<file path="config.mk">
export PLATFORM = sky130hd
export DESIGN_NAME = mb_core
export DESIGN_NICKNAME = d
export VERILOG_FILES = /design/src/source/mb_regs_pkg.sv /design/src/source/mb_ctrl_regs.sv /design/src/source/mb_readback.sv /design/src/source/regport_resp_mux.sv /design/src/source/mb_core.sv
export SDC_FILE = /design/constraint.sdc
export NUM_CORES = 1
export LEC_CHECK = 0
export BUFFER_PORTS_ARGS = -buffer_cell sky130_fd_sc_hd__clkbuf_2
export CORE_AREA = 3 3 120 122
export DETAILED_ROUTE_END_ITERATION = 10
export DIE_AREA = 0 0 123 125
export PLACE_DENSITY = 0.85
export SETUP_SLACK_MARGIN = 0.05
export SYNTH_ARGS = -nofsm -noshare
export SYNTH_HDL_FRONTEND = slang
export SYNTH_SLANG_ARGS = --single-unit
</file>
<file path="constraint.sdc">
create_clock -name bus_clk -period 6.3 [get_ports bus_clk]
set_input_delay 0.945 -clock bus_clk [delete_from_list [all_inputs] [get_ports bus_clk]]
set_output_delay 0.945 -clock bus_clk [all_outputs]
set_load 0.05 [all_outputs]
</file>
<file path="src/source/mb_regs_pkg.sv">
////////////////////////////////////////
// motherboard register definitions
// widths, register map, compat number
// and the register port structs
////////////////////////////////////////

package mb_regs_pkg;

  localparam int REG_AWIDTH = 14;  // register port address width
  localparam int REG_DWIDTH = 32;  // register port data width

  // compat word is {major, minor}
  localparam logic [15:0] COMPAT_MAJOR = 16'd1;
  localparam logic [15:0] COMPAT_MINOR = 16'd0;

  ////////////////////////////////////////
  // register map
  typedef enum logic [REG_AWIDTH-1:0] {
    REG_COMPAT_NUM    = 14'h00,
    REG_DATESTAMP     = 14'h04,
    REG_GIT_HASH      = 14'h08,
    REG_SCRATCH       = 14'h0C,
    REG_NUM_CE        = 14'h10,
    REG_NUM_IO_CE     = 14'h14,
    REG_CLOCK_CTRL    = 14'h18,
    REG_XADC_READBACK = 14'h1C,
    REG_BUS_CLK_RATE  = 14'h20,
    REG_BUS_CLK_COUNT = 14'h24
  } reg_addr_e;

  ////////////////////////////////////////
  // register port
  typedef struct packed {
    logic                  req;   // one-cycle write strobe
    logic [REG_AWIDTH-1:0] addr;
    logic [REG_DWIDTH-1:0] data;
  } reg_wr_t;

  typedef struct packed {
    logic                  req;   // one-cycle read strobe
    logic [REG_AWIDTH-1:0] addr;
  } reg_rd_req_t;

  typedef struct packed {
    logic                  resp;  // one-cycle answer strobe
    logic [REG_DWIDTH-1:0] data;
  } reg_rd_resp_t;

  // clocking and pps controls
  typedef struct packed {
    logic [3:0] pps_select;
    logic       pps_out_enb;
    logic       ref_clk_reset;
    logic       meas_clk_reset;
  } clock_ctrl_t;

  localparam clock_ctrl_t CLOCK_CTRL_RESET = '{
    pps_select:     4'd1,   // internal pps by default
    pps_out_enb:    1'b0,
    ref_clk_reset:  1'b0,
    meas_clk_reset: 1'b0
  };

endpackage

</file>
<file path="src/source/mb_ctrl_regs.sv">
////////////////////////////////////////
// motherboard writable registers
// scratch and clock control, updated
// on register port write strobes
////////////////////////////////////////

`timescale 1ns/1ps

module mb_ctrl_regs (
  input  logic                     bus_clk,
  input  logic                     bus_rst,
  input  mb_regs_pkg::reg_wr_t     i_reg_wr,
  output logic [31:0]              o_scratch,
  output mb_regs_pkg::clock_ctrl_t o_clock_ctrl
);

  logic [31:0]              scratch_q;
  mb_regs_pkg::clock_ctrl_t clock_ctrl_q;
  mb_regs_pkg::reg_addr_e   wr_addr;

  // map the raw address onto the register enum
  assign wr_addr = mb_regs_pkg::reg_addr_e'(i_reg_wr.addr);

  ////////////////////////////////////////
  // write decode
  always_ff @(posedge bus_clk) begin
    if (bus_rst) begin
      scratch_q    <= '0;
      clock_ctrl_q <= mb_regs_pkg::CLOCK_CTRL_RESET;
    end else if (i_reg_wr.req) begin
      case (wr_addr)
        mb_regs_pkg::REG_SCRATCH: begin
          scratch_q <= i_reg_wr.data;
        end
        mb_regs_pkg::REG_CLOCK_CTRL: begin
          clock_ctrl_q.pps_select     <= i_reg_wr.data[3:0];
          clock_ctrl_q.pps_out_enb    <= i_reg_wr.data[4];
          clock_ctrl_q.ref_clk_reset  <= i_reg_wr.data[8];   // bit 9 is ref lock, ro
          clock_ctrl_q.meas_clk_reset <= i_reg_wr.data[12];  // bit 13 is meas lock, ro
        end
        default: begin
          // read-only or npio address, nothing to store here
        end
      endcase
    end
  end

  assign o_scratch    = scratch_q;
  assign o_clock_ctrl = clock_ctrl_q;

endmodule

</file>
<file path="src/source/mb_readback.sv">
////////////////////////////////////////
// motherboard read decode
// lock synchronizers, bus cycle counter
// and the registered read response for
// every address in the register map
////////////////////////////////////////

`timescale 1ns/1ps

module mb_readback #(
  parameter int unsigned BUS_CLK_RATE = 200000000,
  parameter logic [31:0] GIT_HASH     = 32'h0000_0000,
  parameter int unsigned NUM_CE       = 0,
  parameter int unsigned NUM_IO_CE    = 5
) (
  input  logic                      bus_clk,
  input  logic                      bus_rst,
  input  mb_regs_pkg::reg_rd_req_t  i_reg_rd,
  input  logic [31:0]               i_scratch,
  input  mb_regs_pkg::clock_ctrl_t  i_clock_ctrl,
  input  logic                      i_ref_clk_locked,   // async
  input  logic                      i_meas_clk_locked,  // async
  input  logic [31:0]               i_build_datestamp,
  input  logic [31:0]               i_xadc_readback,
  output mb_regs_pkg::reg_rd_resp_t o_rd
);

  logic [1:0]             lock_meta;   // {meas, ref}
  logic [1:0]             lock_sync;
  logic [31:0]            bus_counter;
  logic [31:0]            clock_ctrl_word;
  mb_regs_pkg::reg_addr_e rd_addr;
  logic                   rd_hit;
  logic [31:0]            rd_word;
  logic                   resp_q;
  logic [31:0]            data_q;

  ////////////////////////////////////////
  // lock synchronizers and bus counter
  always_ff @(posedge bus_clk) begin
    if (bus_rst) begin
      lock_meta   <= '0;
      lock_sync   <= '0;
      bus_counter <= '0;
    end else begin
      lock_meta   <= {i_meas_clk_locked, i_ref_clk_locked};
      lock_sync   <= lock_meta;
      bus_counter <= bus_counter + 32'd1;  // free running, wraps
    end
  end

  // clock control readback layout, unused bits read 0
  always_comb begin
    clock_ctrl_word        = '0;
    clock_ctrl_word[3:0]   = i_clock_ctrl.pps_select;
    clock_ctrl_word[4]     = i_clock_ctrl.pps_out_enb;
    clock_ctrl_word[8]     = i_clock_ctrl.ref_clk_reset;
    clock_ctrl_word[9]     = lock_sync[0];
    clock_ctrl_word[12]    = i_clock_ctrl.meas_clk_reset;
    clock_ctrl_word[13]    = lock_sync[1];
  end

  ////////////////////////////////////////
  // read decode
  assign rd_addr = mb_regs_pkg::reg_addr_e'(i_reg_rd.addr);

  always_comb begin
    rd_hit  = 1'b1;
    rd_word = '0;
    case (rd_addr)
      mb_regs_pkg::REG_COMPAT_NUM:
        rd_word = {mb_regs_pkg::COMPAT_MAJOR, mb_regs_pkg::COMPAT_MINOR};
      mb_regs_pkg::REG_DATESTAMP:     rd_word = i_build_datestamp;
      mb_regs_pkg::REG_GIT_HASH:      rd_word = GIT_HASH;
      mb_regs_pkg::REG_SCRATCH:       rd_word = i_scratch;
      mb_regs_pkg::REG_NUM_CE:        rd_word = 32'(NUM_CE);
      mb_regs_pkg::REG_NUM_IO_CE:     rd_word = 32'(NUM_IO_CE);
      mb_regs_pkg::REG_CLOCK_CTRL:    rd_word = clock_ctrl_word;
      mb_regs_pkg::REG_XADC_READBACK: rd_word = i_xadc_readback;
      mb_regs_pkg::REG_BUS_CLK_RATE:  rd_word = 32'(BUS_CLK_RATE);
      mb_regs_pkg::REG_BUS_CLK_COUNT: rd_word = bus_counter;  // count before this edge
      default:                        rd_hit  = 1'b0;         // left to npio
    endcase
  end

  // one-cycle resp pulse per hit
  always_ff @(posedge bus_clk) begin
    if (bus_rst) begin
      resp_q <= 1'b0;
    end else begin
      resp_q <= i_reg_rd.req & rd_hit;
    end
  end

  always_ff @(posedge bus_clk) begin
    if (i_reg_rd.req && rd_hit) begin
      data_q <= rd_word;
    end
  end

  assign o_rd = '{resp: resp_q, data: data_q};

endmodule

</file>
<file path="src/source/regport_resp_mux.sv">
////////////////////////////////////////
// register port response mux
// merges read answers of several
// slaves into one registered response
////////////////////////////////////////

`timescale 1ns/1ps

module regport_resp_mux #(
  parameter int NUM_SLAVES = 2
) (
  input  logic                      bus_clk,
  input  logic                      bus_rst,
  input  mb_regs_pkg::reg_rd_resp_t i_slv_rd [NUM_SLAVES],
  output mb_regs_pkg::reg_rd_resp_t o_rd
);

  logic        any_resp;
  logic [31:0] sel_data;
  logic        resp_q;
  logic [31:0] data_q;

  // walk down so the lowest answering slave wins
  always_comb begin
    any_resp = 1'b0;
    sel_data = '0;
    for (int i = NUM_SLAVES - 1; i >= 0; i--) begin
      if (i_slv_rd[i].resp) begin
        any_resp = 1'b1;
        sel_data = i_slv_rd[i].data;
      end
    end
  end

  always_ff @(posedge bus_clk) begin
    if (bus_rst) begin
      resp_q <= 1'b0;
    end else begin
      resp_q <= any_resp;
    end
  end

  always_ff @(posedge bus_clk) begin
    if (any_resp) begin
      data_q <= sel_data;  // held until the next answer
    end
  end

  assign o_rd = '{resp: resp_q, data: data_q};

endmodule

</file>
<file path="src/source/mb_core.sv">
////////////////////////////////////////
// motherboard register block
// scratch, clock control and identity
// registers on the bus_clk register
// port, merged with the npio slave
////////////////////////////////////////

`timescale 1ns/1ps

module mb_core #(
  parameter int unsigned BUS_CLK_RATE = 200000000,  // bus_clk rate in Hz
  parameter logic [31:0] GIT_HASH     = 32'h0000_0000,
  parameter int unsigned NUM_CE       = 0,
  parameter int unsigned NUM_IO_CE    = 5
) (
  input  logic                       bus_clk,
  input  logic                       bus_rst,

  // register port from the master
  input  mb_regs_pkg::reg_wr_t       i_reg_wr,
  input  mb_regs_pkg::reg_rd_req_t   i_reg_rd,
  output mb_regs_pkg::reg_rd_resp_t  o_reg_rd,

  // register port to npio
  output mb_regs_pkg::reg_wr_t       o_npio_wr,
  output mb_regs_pkg::reg_rd_req_t   o_npio_rd,
  input  mb_regs_pkg::reg_rd_resp_t  i_npio_rd,

  // clocking
  input  logic                       i_ref_clk_locked,
  input  logic                       i_meas_clk_locked,
  output mb_regs_pkg::clock_ctrl_t   o_clock_ctrl,

  // misc readback
  input  logic [31:0]                i_build_datestamp,
  input  logic [31:0]                i_xadc_readback
);

  localparam int NUM_RD_SLAVES = 2;  // 0 = local regs, 1 = npio

  logic [31:0]               scratch;
  mb_regs_pkg::clock_ctrl_t  clock_ctrl;
  mb_regs_pkg::reg_rd_resp_t slv_rd [NUM_RD_SLAVES];

  // npio sees every request, it only answers its own addresses
  assign o_npio_wr    = i_reg_wr;
  assign o_npio_rd    = i_reg_rd;
  assign slv_rd[1]    = i_npio_rd;
  assign o_clock_ctrl = clock_ctrl;

  mb_ctrl_regs ctrl_regs_i (
    .bus_clk      (bus_clk),
    .bus_rst      (bus_rst),
    .i_reg_wr     (i_reg_wr),
    .o_scratch    (scratch),
    .o_clock_ctrl (clock_ctrl)
  );

  mb_readback #(
    .BUS_CLK_RATE (BUS_CLK_RATE),
    .GIT_HASH     (GIT_HASH),
    .NUM_CE       (NUM_CE),
    .NUM_IO_CE    (NUM_IO_CE)
  ) readback_i (
    .bus_clk           (bus_clk),
    .bus_rst           (bus_rst),
    .i_reg_rd          (i_reg_rd),
    .i_scratch         (scratch),
    .i_clock_ctrl      (clock_ctrl),
    .i_ref_clk_locked  (i_ref_clk_locked),
    .i_meas_clk_locked (i_meas_clk_locked),
    .i_build_datestamp (i_build_datestamp),
    .i_xadc_readback   (i_xadc_readback),
    .o_rd              (slv_rd[0])
  );

  regport_resp_mux #(
    .NUM_SLAVES (NUM_RD_SLAVES)
  ) resp_mux_i (
    .bus_clk  (bus_clk),
    .bus_rst  (bus_rst),
    .i_slv_rd (slv_rd),
    .o_rd     (o_reg_rd)
  );

endmodule

</file>
; ---- After elaboration in Yosys (flattened, before gate mapping)
; Cells that the tools add are included.
[word_totals]
mem_count = 0
mem_bits_rw = 0
ff_bits = 141
elab_cells = 36
output_inout_bits = 102
input_bits = 163
romBits = 0
latchBits = 0
[op_classes]
eq_ne = 11
reduce_logical = 5
div_mod_pow = 0
order_cmp = 0
mul = 0
n_bitwise = 1
n_mux = 6
addsub = 1
shifts = 0
[ops]
columns = cell, n
row1 = 32-bit one-hot mux with 8 select lines, 1
row2 = 14-bit by 5-bit == test with 1-bit output (second input constant), 5
row3 = 32-bit 2-to-1 mux, 2
row4 = 14-bit by 4-bit == test with 1-bit output (second input constant), 3
row5 = 32-bit by 1-bit adder with 32-bit output (second input constant), 1
row6 = 14-bit by 6-bit == test with 1-bit output (second input constant), 2
row7 = 14-bit by 3-bit == test with 1-bit output (second input constant), 1
row8 = 14-bit logical NOT, 1
row9 = 10-bit OR reduction, 1
row10 = 2-bit AND reduction, 2
row11 = 1-bit 2-to-1 mux, 3
row12 = 1-bit bitwise AND, 1
row13 = 1-bit logical AND, 1

; ---- Depth between registers and ports, before layout
; Gate-level depths: netlist of the first run.
[depth]
ltp_word = 4
depth_mapped = 7
ltp_nobuf = 5

; ---- Modules after synthesis
; From an unflattened synthesis of the first run, not the netlist that was laid out.
[hier_totals]
cells_unflattened = 698
hier_area_um2 = 7469.7
[by_module_without_submodules]
columns = mod, cells_per_inst, area_per_inst_um2, seq_area_each_um2, n_inst
row1 = mb_readback, 389, 3849.9, 1701.6, 1
row2 = mb_ctrl_regs, 169, 1795.5, 780.7, 1
row3 = regport_resp_mux, 78, 1358.8, 980.9, 1
row4 = mb_core, 62, 465.4, 0.0, 1

; ---- Least setup slack after synthesis of the first run
; No wires, ideal clock.
[synth_path]
path_kind = input to register
startpoint = input i_reg_rd[9] (netlist bit)
endpoint = register readback_i.data_q[0], enable pin
arrival_ns = 2.476
n_path_buf = 1
path_stages = 4
setup_ns = 0.392
t_required_ns = 5.908
setup_slack_ns = 3.432
cell_sequence = nor4_2 and2_1 buf_4 and4_1
[synth_via]
elab_chain_cells = 4
elab_cells_between_ends = 13
cone_classes = 9 x eq/ne / 1 x mux / 3 x reduce/logical
[synth_rtl]
columns = item, line
row1 = "start, declared", mb_core.sv:21  ; input mb_regs_pkg::reg_rd_req_t i_reg_rd,
row2 = "14-bit by 4-bit == test with 1-bit output, or another cell as far along", mb_readback.sv:70  ; case (rd_addr)
row3 = 10-bit OR reduction (no line) *, n/a
row4 = 1-bit 2-to-1 mux *, mb_readback.sv:70
row5 = 1-bit logical AND *, mb_readback.sv:96  ; if (i_reg_rd.req && rd_hit) begin
row6 = "end signal, assigned", mb_readback.sv:97  ; data_q <= rd_word;
row7 = "end, declared", mb_readback.sv:36  ; logic [31:0] data_q;
; Mark *: on every way between the ends. The rest lies on a longest branch, timed or not.
; A chain may end at the register's enable or synchronous reset.

; ---- Worst setup path after layout of the first run
[layout_path]
startpoint = input i_reg_rd[4] (netlist bit)
endpoint = register readback_i.data_q[28], data pin
[layout_via]
elab_chain_cells = 2
elab_cells_between_ends = 9
cone_classes = 7 x eq/ne / 1 x mux / 1 x reduce/logical
[layout_rtl]
columns = item, line
row1 = "14-bit by 6-bit == test with 1-bit output, or another cell as far along", mb_readback.sv:70
row2 = 32-bit one-hot mux with 8 select lines *, mb_readback.sv:70
row3 = net readback_i.rd_word[28], mb_readback.sv:34  ; logic [31:0] rd_word;
; Mark *: on every way through the listed nets, which the timed path passes. The rest lies on a longest branch.

==> out/qor.csv, run 1 <==
metric,value,unit
yosysMostFrequentCell,dfxtp_1,
wl_per_cell,18.71,um
dieArea,0.01538,mm2
firstDrtPassIters,5,
grt_overflow,0,
core,0.01330,mm2
critPathKind,primary input to register,
cts_buffers,17,
max_stage_delay,750,ps
vias,6232,
hpwl,15370,um
power,2153,uW
cp_common_cell,and3_1,
cts_tree,built,
worstSetupStartpointType,primary input,
layout-drive-gt1-share,0.3537,
synth_area,0.007153,mm2
wl,20170,um
grt_pass1_vias,5867,
path_clk_slew,60,ps
post_cts_resized,0,
finalHoldViolations,0,
ioPinCount,265,
finalMaxSlewViolations,0,
setup_viol,0,
finalCriticalPeriod,2786,ps
ant_nets,0,
htreeDepth,4,
gr-usage-met3,0.06414,
cts_sinks,141,
grt_pass1_wl,30490,um
fmax,358.9,MHz
die_x,123,um
drcViolationCount,0,
clockRootBuffer,clkbuf_16,
portBuffers,264,
path_buf_inv,1,
grt_max_degree,51,
hold_path_class,register to register,
cp-end-kind,register,
grtUsageMet2,0.4072,
skew,6.787,ps
cts_hold_buffers,0,
start_util,0.5380,
synth_top_area_cell,edfxtp_1,
viasPerCell,5.781,
clkLatencyLatePin,410,ps
top_usage_layer,met2,
final.setup.tns,0,ps
worst_pin_slew,1065,ps
final_nets,1053,
synth-seq-cells,141,
rows,42,
synth_top_area_frac,0.2687,
synthCells,713,
status,"finished, final reports clean",
powerDensity,251.2,mW/mm2
crit_required,6570,ps
crit_chain,clkbuf_2 > nor3_1 > and3_1 > and3_1 > a221o_1,
synth_area_leaders,"edfxtp_1 (27%), dfxtp_1 (22%), buf_4 (6.9%), a22o_1 (5.3%), mux2i_1 (5.0%)",
antenna_cells,0,
async_reset_ff_frac,0,
critPathSlowestCell,and3_1,
synth.distinct_cells,48,
ir_worst_vdd,0.0001628,V
crit_arrival,3060,ps
use_met1,0.3391,
total_leakage_power,0.003500,uW
fillers,1095,
antenna_found_initial,1,
syn_nets,877,
ys_warn_count,0,
clk_path_buf_depth,2,
cap_violations,0,
post_cts_buffers,0,
ys.flop_type,dfxtp_1,
avgSynthCellArea,10.03,um2
drt-initial-drc-count,484,
slew_headroom,0.2868,
rsz0062_at_grt,false,
grt_use_total,0.2550,
synth-edff-count,64,
area_delta_synth_final,19.84,%
synth_commonest_cells,"dfxtp_1 (77), buf_4 (66), edfxtp_1 (64)",
cp_max_fo,24,
fin_crit_sh,0.4422,
die_y,125,um
cp_top_family,simple AND/OR/NAND/NOR gates,
routabilityCongestion,0.9467,
yosysSeqAreaShare,0.4842,
==> final timing paths <==
path | from | endpoint | slack [ps] | cells past startpoint
setup / recovery | i_reg_rd[4] | readback_i.data_q[28]$_DFFE_PP_ | 3510 | 5
setup reg to reg | readback_i.bus_counter[8]$_SDFF_PP0_ | readback_i.bus_counter[31]$_SDFF_PP0_ | 4110 | 4
hold / removal | readback_i.lock_meta[1]$_SDFF_PP0_ | readback_i.lock_sync[1]$_SDFF_PP0_ | 440 | 1
hold reg to reg | readback_i.lock_meta[1]$_SDFF_PP0_ | readback_i.lock_sync[1]$_SDFF_PP0_ | 440 | 1
==> cells in the final DEF, fill, tap and decap left out, types with 15 or more instances in the layout <==
| cell | Yosys | layout |
|---|---|---|
| edfxtp_1 | 64 | 64 |
| a22o_1 | 43 | 43 |
| clkbuf_2 | 1 | 264 |
| nor2b_1 | 20 | 18 |
| nand3_1 | 56 | 56 |
| nor3_1 | 21 | 21 |
| mux2i_1 | 36 | 36 |
| nor2_1 | 32 | 32 |
| nand2_1 | 15 | 15 |
| dfxtp_1 | 77 | 77 |
| a221o_1 | 17 | 17 |
| a21oi_1 | 53 | 53 |
| clkbuf_16 | 0 | 17 |
| o21ai_0 | 48 | 48 |
==> cells by family after synthesis <==
| family | synth area share |
|---|---|
| DFF | 0.4842 |
| xor gates and xnor gates | 0.01347 |
| buffers and inverters | 0.1013 |
| AOI/OAI and AO/OA | 0.1763 |
| muxes | 0.06297 |
| adders and majority gates | 0.001749 |
| and+or+nand+nor | 0.1601 |
==> where the power goes <==
group / switching, uW / internal, uW / leakage, uW
Combinational: 227 / 87.0 / 0.00206
Sequential: 7.00 / 974 / 0.00119
Clock: 363 / 495 / 0.000245
==> area by class of cell <==
type | count | area (um2) | share of cell area
clock buffer | 19 | 432.9 | 0.05050
clock inverter | 13 | 77.57 | 0.009050
inverter | 9 | 33.78 | 0.003941
multi-input combinational | 449 | 2970 | 0.3465
sequential | 141 | 3463 | 0.4040
tap | 176 | 220.2 | 0.02569
timing repair buffer | 271 | 1374 | 0.1603
==> through the flow <==
step	util	hold slack, ps	setup slack, ps	cell area [um2]	cells
finish	0.6447	440.2	3514	8572	1078
detailed placement	0.6063	431.0	3083	8061	1046
floorplan	-	413.8	3432	7153	713
global placement	0.6063	417.6	3194	8061	1046
CTS	0.6447	444.3	3517	8572	1078
global route	0.6447	460.0	3372	8572	1078
==> flip-flops by register name (all words and copies together), names as in the netlist <==
name	cells
readback_i.lock_sync	2
ctrl_regs_i.o_scratch	32
readback_i.lock_meta	2
readback_i.bus_counter	32
resp_mux_i.resp_q	1
ctrl_regs_i.o_clock_ctrl	7
readback_i.data_q	32
readback_i.resp_q	1
resp_mux_i.data_q	32
==> routing by layer <==
layer  vias up  routed length [um]  part of all wire
met4         2                 368             0.018
met2       346                9595              0.48
met3        29                2036              0.10
met5         -                  13           0.00064
li1       2965                   -                 -
met1      2890                8158              0.40
Note: power is estimated with default switching activity, not from simulation.
==> inputs of run 2 (changes only) <==
--- a/config.mk
+++ b/config.mk
@@ -6,10 +6,10 @@
 export NUM_CORES = 1
 export LEC_CHECK = 0
 export BUFFER_PORTS_ARGS = -buffer_cell sky130_fd_sc_hd__clkbuf_2
-export CORE_AREA = 3 3 120 122
+export CORE_AREA = 3 3 131 133
 export DETAILED_ROUTE_END_ITERATION = 10
-export DIE_AREA = 0 0 123 125
-export PLACE_DENSITY = 0.85
+export DIE_AREA = 0 0 134 136
+export PLACE_DENSITY = 0.75
 export SETUP_SLACK_MARGIN = 0.05
 export SYNTH_ARGS = -nofsm -noshare
 export SYNTH_HDL_FRONTEND = slang
==> constraint.sdc (replaced) <==
create_clock -name bus_clk -period 2.4 [get_ports bus_clk]
set_input_delay 0.36 -clock bus_clk [delete_from_list [all_inputs] [get_ports bus_clk]]
set_output_delay 0.36 -clock bus_clk [all_outputs]
set_load 0.05 [all_outputs]
==> out/qor.csv, run 2 (synthesis results as in run 1) <==
metric,value,unit,change
skew,10.87,ps,+4.084 ps
clockRootBuffer,clkbuf_16,,
crit_chain,nand4_1 > or4_1 > nor4_2 > mux2_2,,
max_stage_delay,660,ps,-90 ps
cts_tree,built,,
vias,6163,,-1.1%
cp_top_family,simple AND/OR/NAND/NOR gates,,
start_util,0.4487,,-0.08935
hpwl,16210,um,+5.5%
final_util,0.5560,,-0.08878
grt_overflow,0,,unchanged
firstDrtPassIters,5,,unchanged
antenna_cells,0,,unchanged
ioPinCount,265,,unchanged
drcViolationCount,0,,unchanged
finalMaxSlewViolations,0,,unchanged
clk_path_buf_depth,2,,unchanged
area_delta_synth_final,23.91,%,
wl,20840,um,+3.3%
drt-initial-drc-count,382,,-21%
portBuffers,264,,unchanged
layout-drive-gt1-share,0.3656,,+0.01196
fmax,496.9,MHz,
crit_arrival,2310,ps,-750 ps
finalHoldViolations,0,,unchanged
crit_required,2700,ps,-3870 ps
cts_sinks,141,,unchanged
worstSetupStartpointType,register,,
htreeDepth,4,,unchanged
clkLatencyLatePin,420,ps,about the same
powerDensity,671.6,mW/mm2,+170%
cap_violations,0,,unchanged
fin_crit_sh,0.8386,,
cts_hold_buffers,0,,unchanged
routabilityCongestion,0.9367,,-1.1%
core,0.01594,mm2,+20%
postPlaceCellArea,0.008289,mm2,+2.8%
final.setup.tns,0,ps,unchanged
die_y,136,um,+8.8%
worst_pin_slew,1090,ps,+25.49 ps
dieArea,0.01822,mm2,+19%
final_nets,1070,,+1.6%
fillers,1433,,+31%
grt_max_degree,40,,-22%
wl_per_cell,18.36,um,-1.9%
critPathSlowestCell,or4_1,,
post_cts_resized,0,,unchanged
cts_buffers,17,,unchanged
grt_pass1_wl,31670,um,+3.9%
critPathKind,register to register,,
ir_worst_vdd,0.0005326,V,+230%
rsz0062_at_grt,false,,
setup_viol,0,,unchanged
reg2reg_slack,390,ps,-3720 ps
final_cell_mix,"clkbuf_2 (264), dfxtp_1 (77), edfxtp_1 (64), nand3_1 (56), a21oi_1 (53)",,
viasPerCell,5.430,,-6.1%
slew_headroom,0.2730,,-0.01378
post_cts_buffers,0,,unchanged
antenna_found_initial,0,,-1
cp-end-kind,register,,
rows,46,,+9.5%
grt_pass1_vias,5757,,-1.9%
hold_path_class,primary input to register,,
grt_use_total,0.2259,,-0.02909
die_x,134,um,+8.9%
total_leakage_power,0.003616,uW,+3.3%
path_buf_inv,0,,-1
ant_nets,0,,unchanged
cp_max_fo,10,,-58%
final_cell_area,0.008864,mm2,+3.4%
finalCriticalPeriod,2013,ps,
path_clk_slew,70,ps,about the same
final_common_cell,clkbuf_2,,
status,"finished, final reports clean",,
-- run 2: cell count changes in the layout (fill, tap and decap cells not counted), sizes merged --
cell,before,now
buf,7,24
clkinv,9,3
inv,9,12
bufinv,0,2
clkinvlp,4,5
-- run 2: path summary, 6_finish.rpt --
kind                                                      startpoint                               endpoint  depth (start not counted)
worst min-delay path                               i_meas_clk_locked     readback_i.lock_meta[1]$_SDFF_PP0_                          2
worst max register to register  readback_i.bus_counter[2]$_SDFF_PP0_  readback_i.bus_counter[21]$_SDFF_PP0_                          4
worst min register to register    readback_i.lock_meta[0]$_SDFF_PP0_     readback_i.lock_sync[0]$_SDFF_PP0_                          1
worst max-delay path            readback_i.bus_counter[2]$_SDFF_PP0_  readback_i.bus_counter[21]$_SDFF_PP0_                          4
-- run 2: metrics by stage --
step	total power, uW	hold slack, ps	setup WS [ps]	instances
floorplan	3224	413.8	117.2	713
global placement	3466	417.0	385.8	1103
detailed placement	3468	442.5	324.7	1103
CTS	5991	146.3	386.0	1135
global route	6147	162.0	248.3	1135
finish	5953	151.1	387.3	1135
-- run 2: layout make-up --
cell class	instances	area (um2)	area share
Sequential cell	141	3463	0.3907
Timing Repair Buffer	288	1551	0.1750
Tap cell	216	270.3	0.03049
Inverter	9	33.78	0.003811
Clock inverter	13	141.4	0.01595
Clock buffer	19	432.9	0.04884
Multi-Input combinational cell	449	2970	0.3351
-- run 2: where the power goes --
| part | internal, uW | switching, uW | total [uW] |
|---|---|---|---|
| Clock | 1530 | 1010 | 2540 |
| Sequential | 2560 | 16.8 | 2570 |
| Combinational | 241 | 601 | 841 |
-- run 2: worst reg2reg max path: cells and delay by family, from the launching register on --
kind | cells | cell delay [ps]
AND/OR/NAND/NOR | 3 | 1110
multiplexers | 1 | 350
flip-flops | 1 | 440
-- run 2: per-layer routing --
metal	vias up	wire (um)	GRT usage
met4	0	407	0.07600
li1	3009	-	-
met3	26	1530	0.04404
met5	-	0	0
met1	2819	9165	0.3071
met2	309	9741	0.3636
==> inputs of run 3 (changes only) <==
--- a/config.mk
+++ b/config.mk
@@ -5,11 +5,12 @@
 export SDC_FILE = /design/constraint.sdc
 export NUM_CORES = 1
 export LEC_CHECK = 0
+export ABC_AREA = 1
 export BUFFER_PORTS_ARGS = -buffer_cell sky130_fd_sc_hd__clkbuf_2
-export CORE_AREA = 3 3 131 133
+export CORE_AREA = 3 3 132 134
 export DETAILED_ROUTE_END_ITERATION = 10
-export DIE_AREA = 0 0 134 136
-export PLACE_DENSITY = 0.75
+export DIE_AREA = 0 0 135 137
+export PLACE_DENSITY = 0.76
 export SETUP_SLACK_MARGIN = 0.05
 export SYNTH_ARGS = -nofsm -noshare
 export SYNTH_HDL_FRONTEND = slang
==> constraint.sdc (replaced) <==
create_clock -name bus_clk -period 1.61 [get_ports bus_clk]
set_input_delay 0.2415 -clock bus_clk [delete_from_list [all_inputs] [get_ports bus_clk]]
set_output_delay 0.2415 -clock bus_clk [all_outputs]
set_load 0.05 [all_outputs]
==> out/qor.csv, run 3 <==
metric,value,unit,change
holdPathEnd,readback_i.lock_meta[0]$_SDFF_PP0_,,
grt_pass1_vias,6590,,+14%
clk_path_buf_depth,2,,unchanged
cp_common_cell,nand2_1,,
wl_per_cell,15.75,um,-14%
ff2ff_path_depth,7,,+3
setup_viol,0,,unchanged
swShare,0.2528,,-0.01975
min_from,i_ref_clk_locked,,
firstDrtPassIters,5,,unchanged
cp_max_fo,4,,-6
reg2reg_slack,60,ps,-320 ps
critPathKind,register to register,,
finalMaxSlewViolations,0,,unchanged
async_reset_ff_frac,0,,unchanged
crit_arrival,1840,ps,-470 ps
ir_worst_vdd,0.0007301,V,+37%
final_nets,1335,,+25%
avgSynthCellArea,7.811,um2,-22%
drt-initial-drc-count,660,,+73%
start_util,0.4475,,-0.001179
hpwl,17010,um,+4.9%
core,0.01641,mm2,+2.9%
p_seq_frac,0.424,,-0.008
fin_crit_sh,0.9608,,+0.1222
synth_top_area_frac,0.2618,,-0.006914
syn_nets,1104,,+26%
crit_chain,nand2_1 > nor2_1 > nand4_1 > nor2_2 > nand2_1 > nand2_1 > a21oi_1,,
final_common_cell,clkbuf_2,,
final.setup.tns,0,ps,unchanged
wl,22130,um,+6.2%
antenna_found_initial,0,,unchanged
dp_cells,1372,,+24%
rows,47,,+2.2%
fillers,1496,,+4.4%
finalHoldViolations,0,,unchanged
powerDensity,939.5,mW/mm2,+40%
path_buf_inv,0,,unchanged
r2r-end,readback_i.bus_counter[25]$_SDFF_PP0_,,
synth-seq-cells,141,,unchanged
comb_power_share,0.102,,-0.039
clkLatencyLatePin,420,ps,about the same
worstSetupStartpointType,register,,
fmax,646.5,MHz,+30%
skew,6.511,ps,-4.360 ps
portBuffers,264,,unchanged
ys.flop_type,dfxtp_1,,
viasPerCell,5.009,,-7.7%
ioPinCount,265,,unchanged
pwr-share-clk,0.474,,+0.048
dieArea,0.01850,mm2,+1.5%
synth_top_area_cell,edfxtp_1,,
ant_nets,0,,unchanged
cts_tree,built,,
finalCriticalPeriod,1547,ps,-465.8 ps
worst_pin_slew,469.1,ps,-621.4 ps
total_leakage_power,0.004125,uW,+14%
grt_pass1_wl,33420,um,+5.5%
cp_top_family,simple AND/OR/NAND/NOR gates,,
cts_buffers,17,,unchanged
synth-edff-count,64,,unchanged
yosysSeqAreaShare,0.4717,,-0.01246
die_y,137,um,+0.74%
synth_area,0.007342,mm2,+2.6%
synth.distinct_cells,36,,-25%
critPathSlowestCell,dfxtp_1,,
synth_commonest_cells,"nand2_1 (246), inv_1 (98), nor2_1 (85)",,
max_stage_delay,420,ps,-240 ps
htreeDepth,4,,unchanged
holdWs,13.89,ps,-137.2 ps
crit_required,1900,ps,-800 ps
power,8920,uW,+50%
post_cts_buffers,0,,unchanged
yosysMostFrequentCell,nand2_1,,
area_delta_synth_final,29.31,%,
hold_depth,3,,+1
routabilityCongestion,0.9716,,+3.7%
hold_path_class,primary input to register,,
switchingPower,2255,uW,+39%
drcViolationCount,0,,unchanged
slew_headroom,0.6864,,+0.4134
grt_use_total,0.2337,,+0.007765
die_x,135,um,+0.75%
grt_max_degree,51,,+28%
final_cell_mix,"clkbuf_2 (264), nand2_1 (239), inv_1 (96), nor2_1 (76), dfxtp_1 (72)",,
path_clk_slew,60,ps,about the same
clockRootBuffer,clkbuf_16,,
dp_worst_setup_slack,-152.6,ps,-477.4 ps
layoutNonFillerInstCount,1405,,+24%
cp-end-kind,register,,
synth_area_leaders,"edfxtp_1 (26%), dfxtp_1 (21%), nand2_1 (13%), buf_4 (6.7%), inv_1 (5.0%)",,
synthCells,940,,+32%
reg2reg_from,readback_i.bus_counter[6]$_SDFF_PP0_,,
p_int,6664,uW,+54%
cap_violations,0,,unchanged
status,"finished, final reports clean",,
ys_warn_count,0,,unchanged
fin_ws,63.11,ps,-324.2 ps
layout-drive-gt1-share,0.3395,,-0.02609
grt_overflow,0,,unchanged
vias,7038,,+14%
cts_sinks,141,,unchanged
-- run 3: timing repair --
item,4_1_cts,5_1_grt
pin swaps,0,5
endpoints found under the setup margin,2,20
gates cloned,0,0
hold buffers,0,0
gates resized for setup,2,35
hold endpoints to repair,0,0
-- run 3: cell families (layout without fill, tap and decap cells) --
logic type                 Yosys count  after routing  synth area share
AOI/OAI and AO/OA                  156            156            0.1261
buffers and inverters              204            448            0.1450
adders and majority gates            1              1          0.001704
xor gates and xnor gates             4              4          0.004773
other                                0              1                 0
and+or+nand+nor                    434            434            0.2507
DFF                                141            141            0.4717
-- run 3: how the worst max path moves through the flow --
| stage | start | end | slack (ps) | depth (start not counted) |
|---|---|---|---|---|
| 6_report | readback_i.bus_counter[6]$_SDFF_PP0_ | readback_i.bus_counter[25]$_SDFF_PP0_ | 60 | 7 |
| 5_1_grt | readback_i.bus_counter[6]$_SDFF_PP0_ | readback_i.bus_counter[25]$_SDFF_PP0_ | -2 | 7 |
| 4_1_cts | readback_i.bus_counter[0]$_SDFF_PP0_ | readback_i.bus_counter[17]$_SDFF_PP0_ | 60 | 10 |
| 3_5_place_dp | i_reg_rd[1] | readback_i.data_q[20]$_DFFE_PP_ | -150 | 9 |
| 3_3_place_gp | i_reg_rd[8] | readback_i.data_q[23]$_DFFE_PP_ | -110 | 11 |
| 2_1_floorplan | i_reg_rd[8] | readback_i.data_q[0]$_DFFE_PP_ | -220 | 10 |
-- run 3: worst reg2reg max path: cells and delay by family, from the launching register on --
family	cells	cell delay [ps]
DFF	1	420
and+or+nand+nor	6	950
AOI/OAI and AO/OA	1	50
-- run 3: routing by layer --
layer	vias to the layer above	wire length (um)	track usage
li1	3490	-	-
met1	3199	9260	0.2984
met2	322	10790	0.4019
met3	27	1703	0.04706
met4	0	374	0.07111
met5	-	0	0
-- run 3: power groups by stage --
stage,Sequential [uW],Combinational [uW],Clock [uW]
CTS,3780,909,4270
floorplan,3940,562,0
finish,3780,912,4220
detailed placement,3860,904,0
global route,3780,974,4420
global placement,3860,902,0
-- run 3: stage by stage --
step | area [um2] | utilization
6_report | 9494 | 0.5787
5_1_grt | 9492 | 0.5785
4_1_cts | 9373 | 0.5713
3_5_place_dp | 8735 | 0.5324
3_3_place_gp | 8735 | 0.5324
2_1_floorplan | 7353 | -
-- run 3: cell type report --
class,instances,area (um2),area share
well taps,220,275.3,0.02899
multi-input cells,595,2939,0.3096
inverters,101,382.9,0.04033
clock buffers,18,429.2,0.04520
diodes,1,2.502,0.0002636
clock inverters,14,203.9,0.02148
repair buffers,315,1792,0.1887
flip-flops and latches,141,3470,0.3654
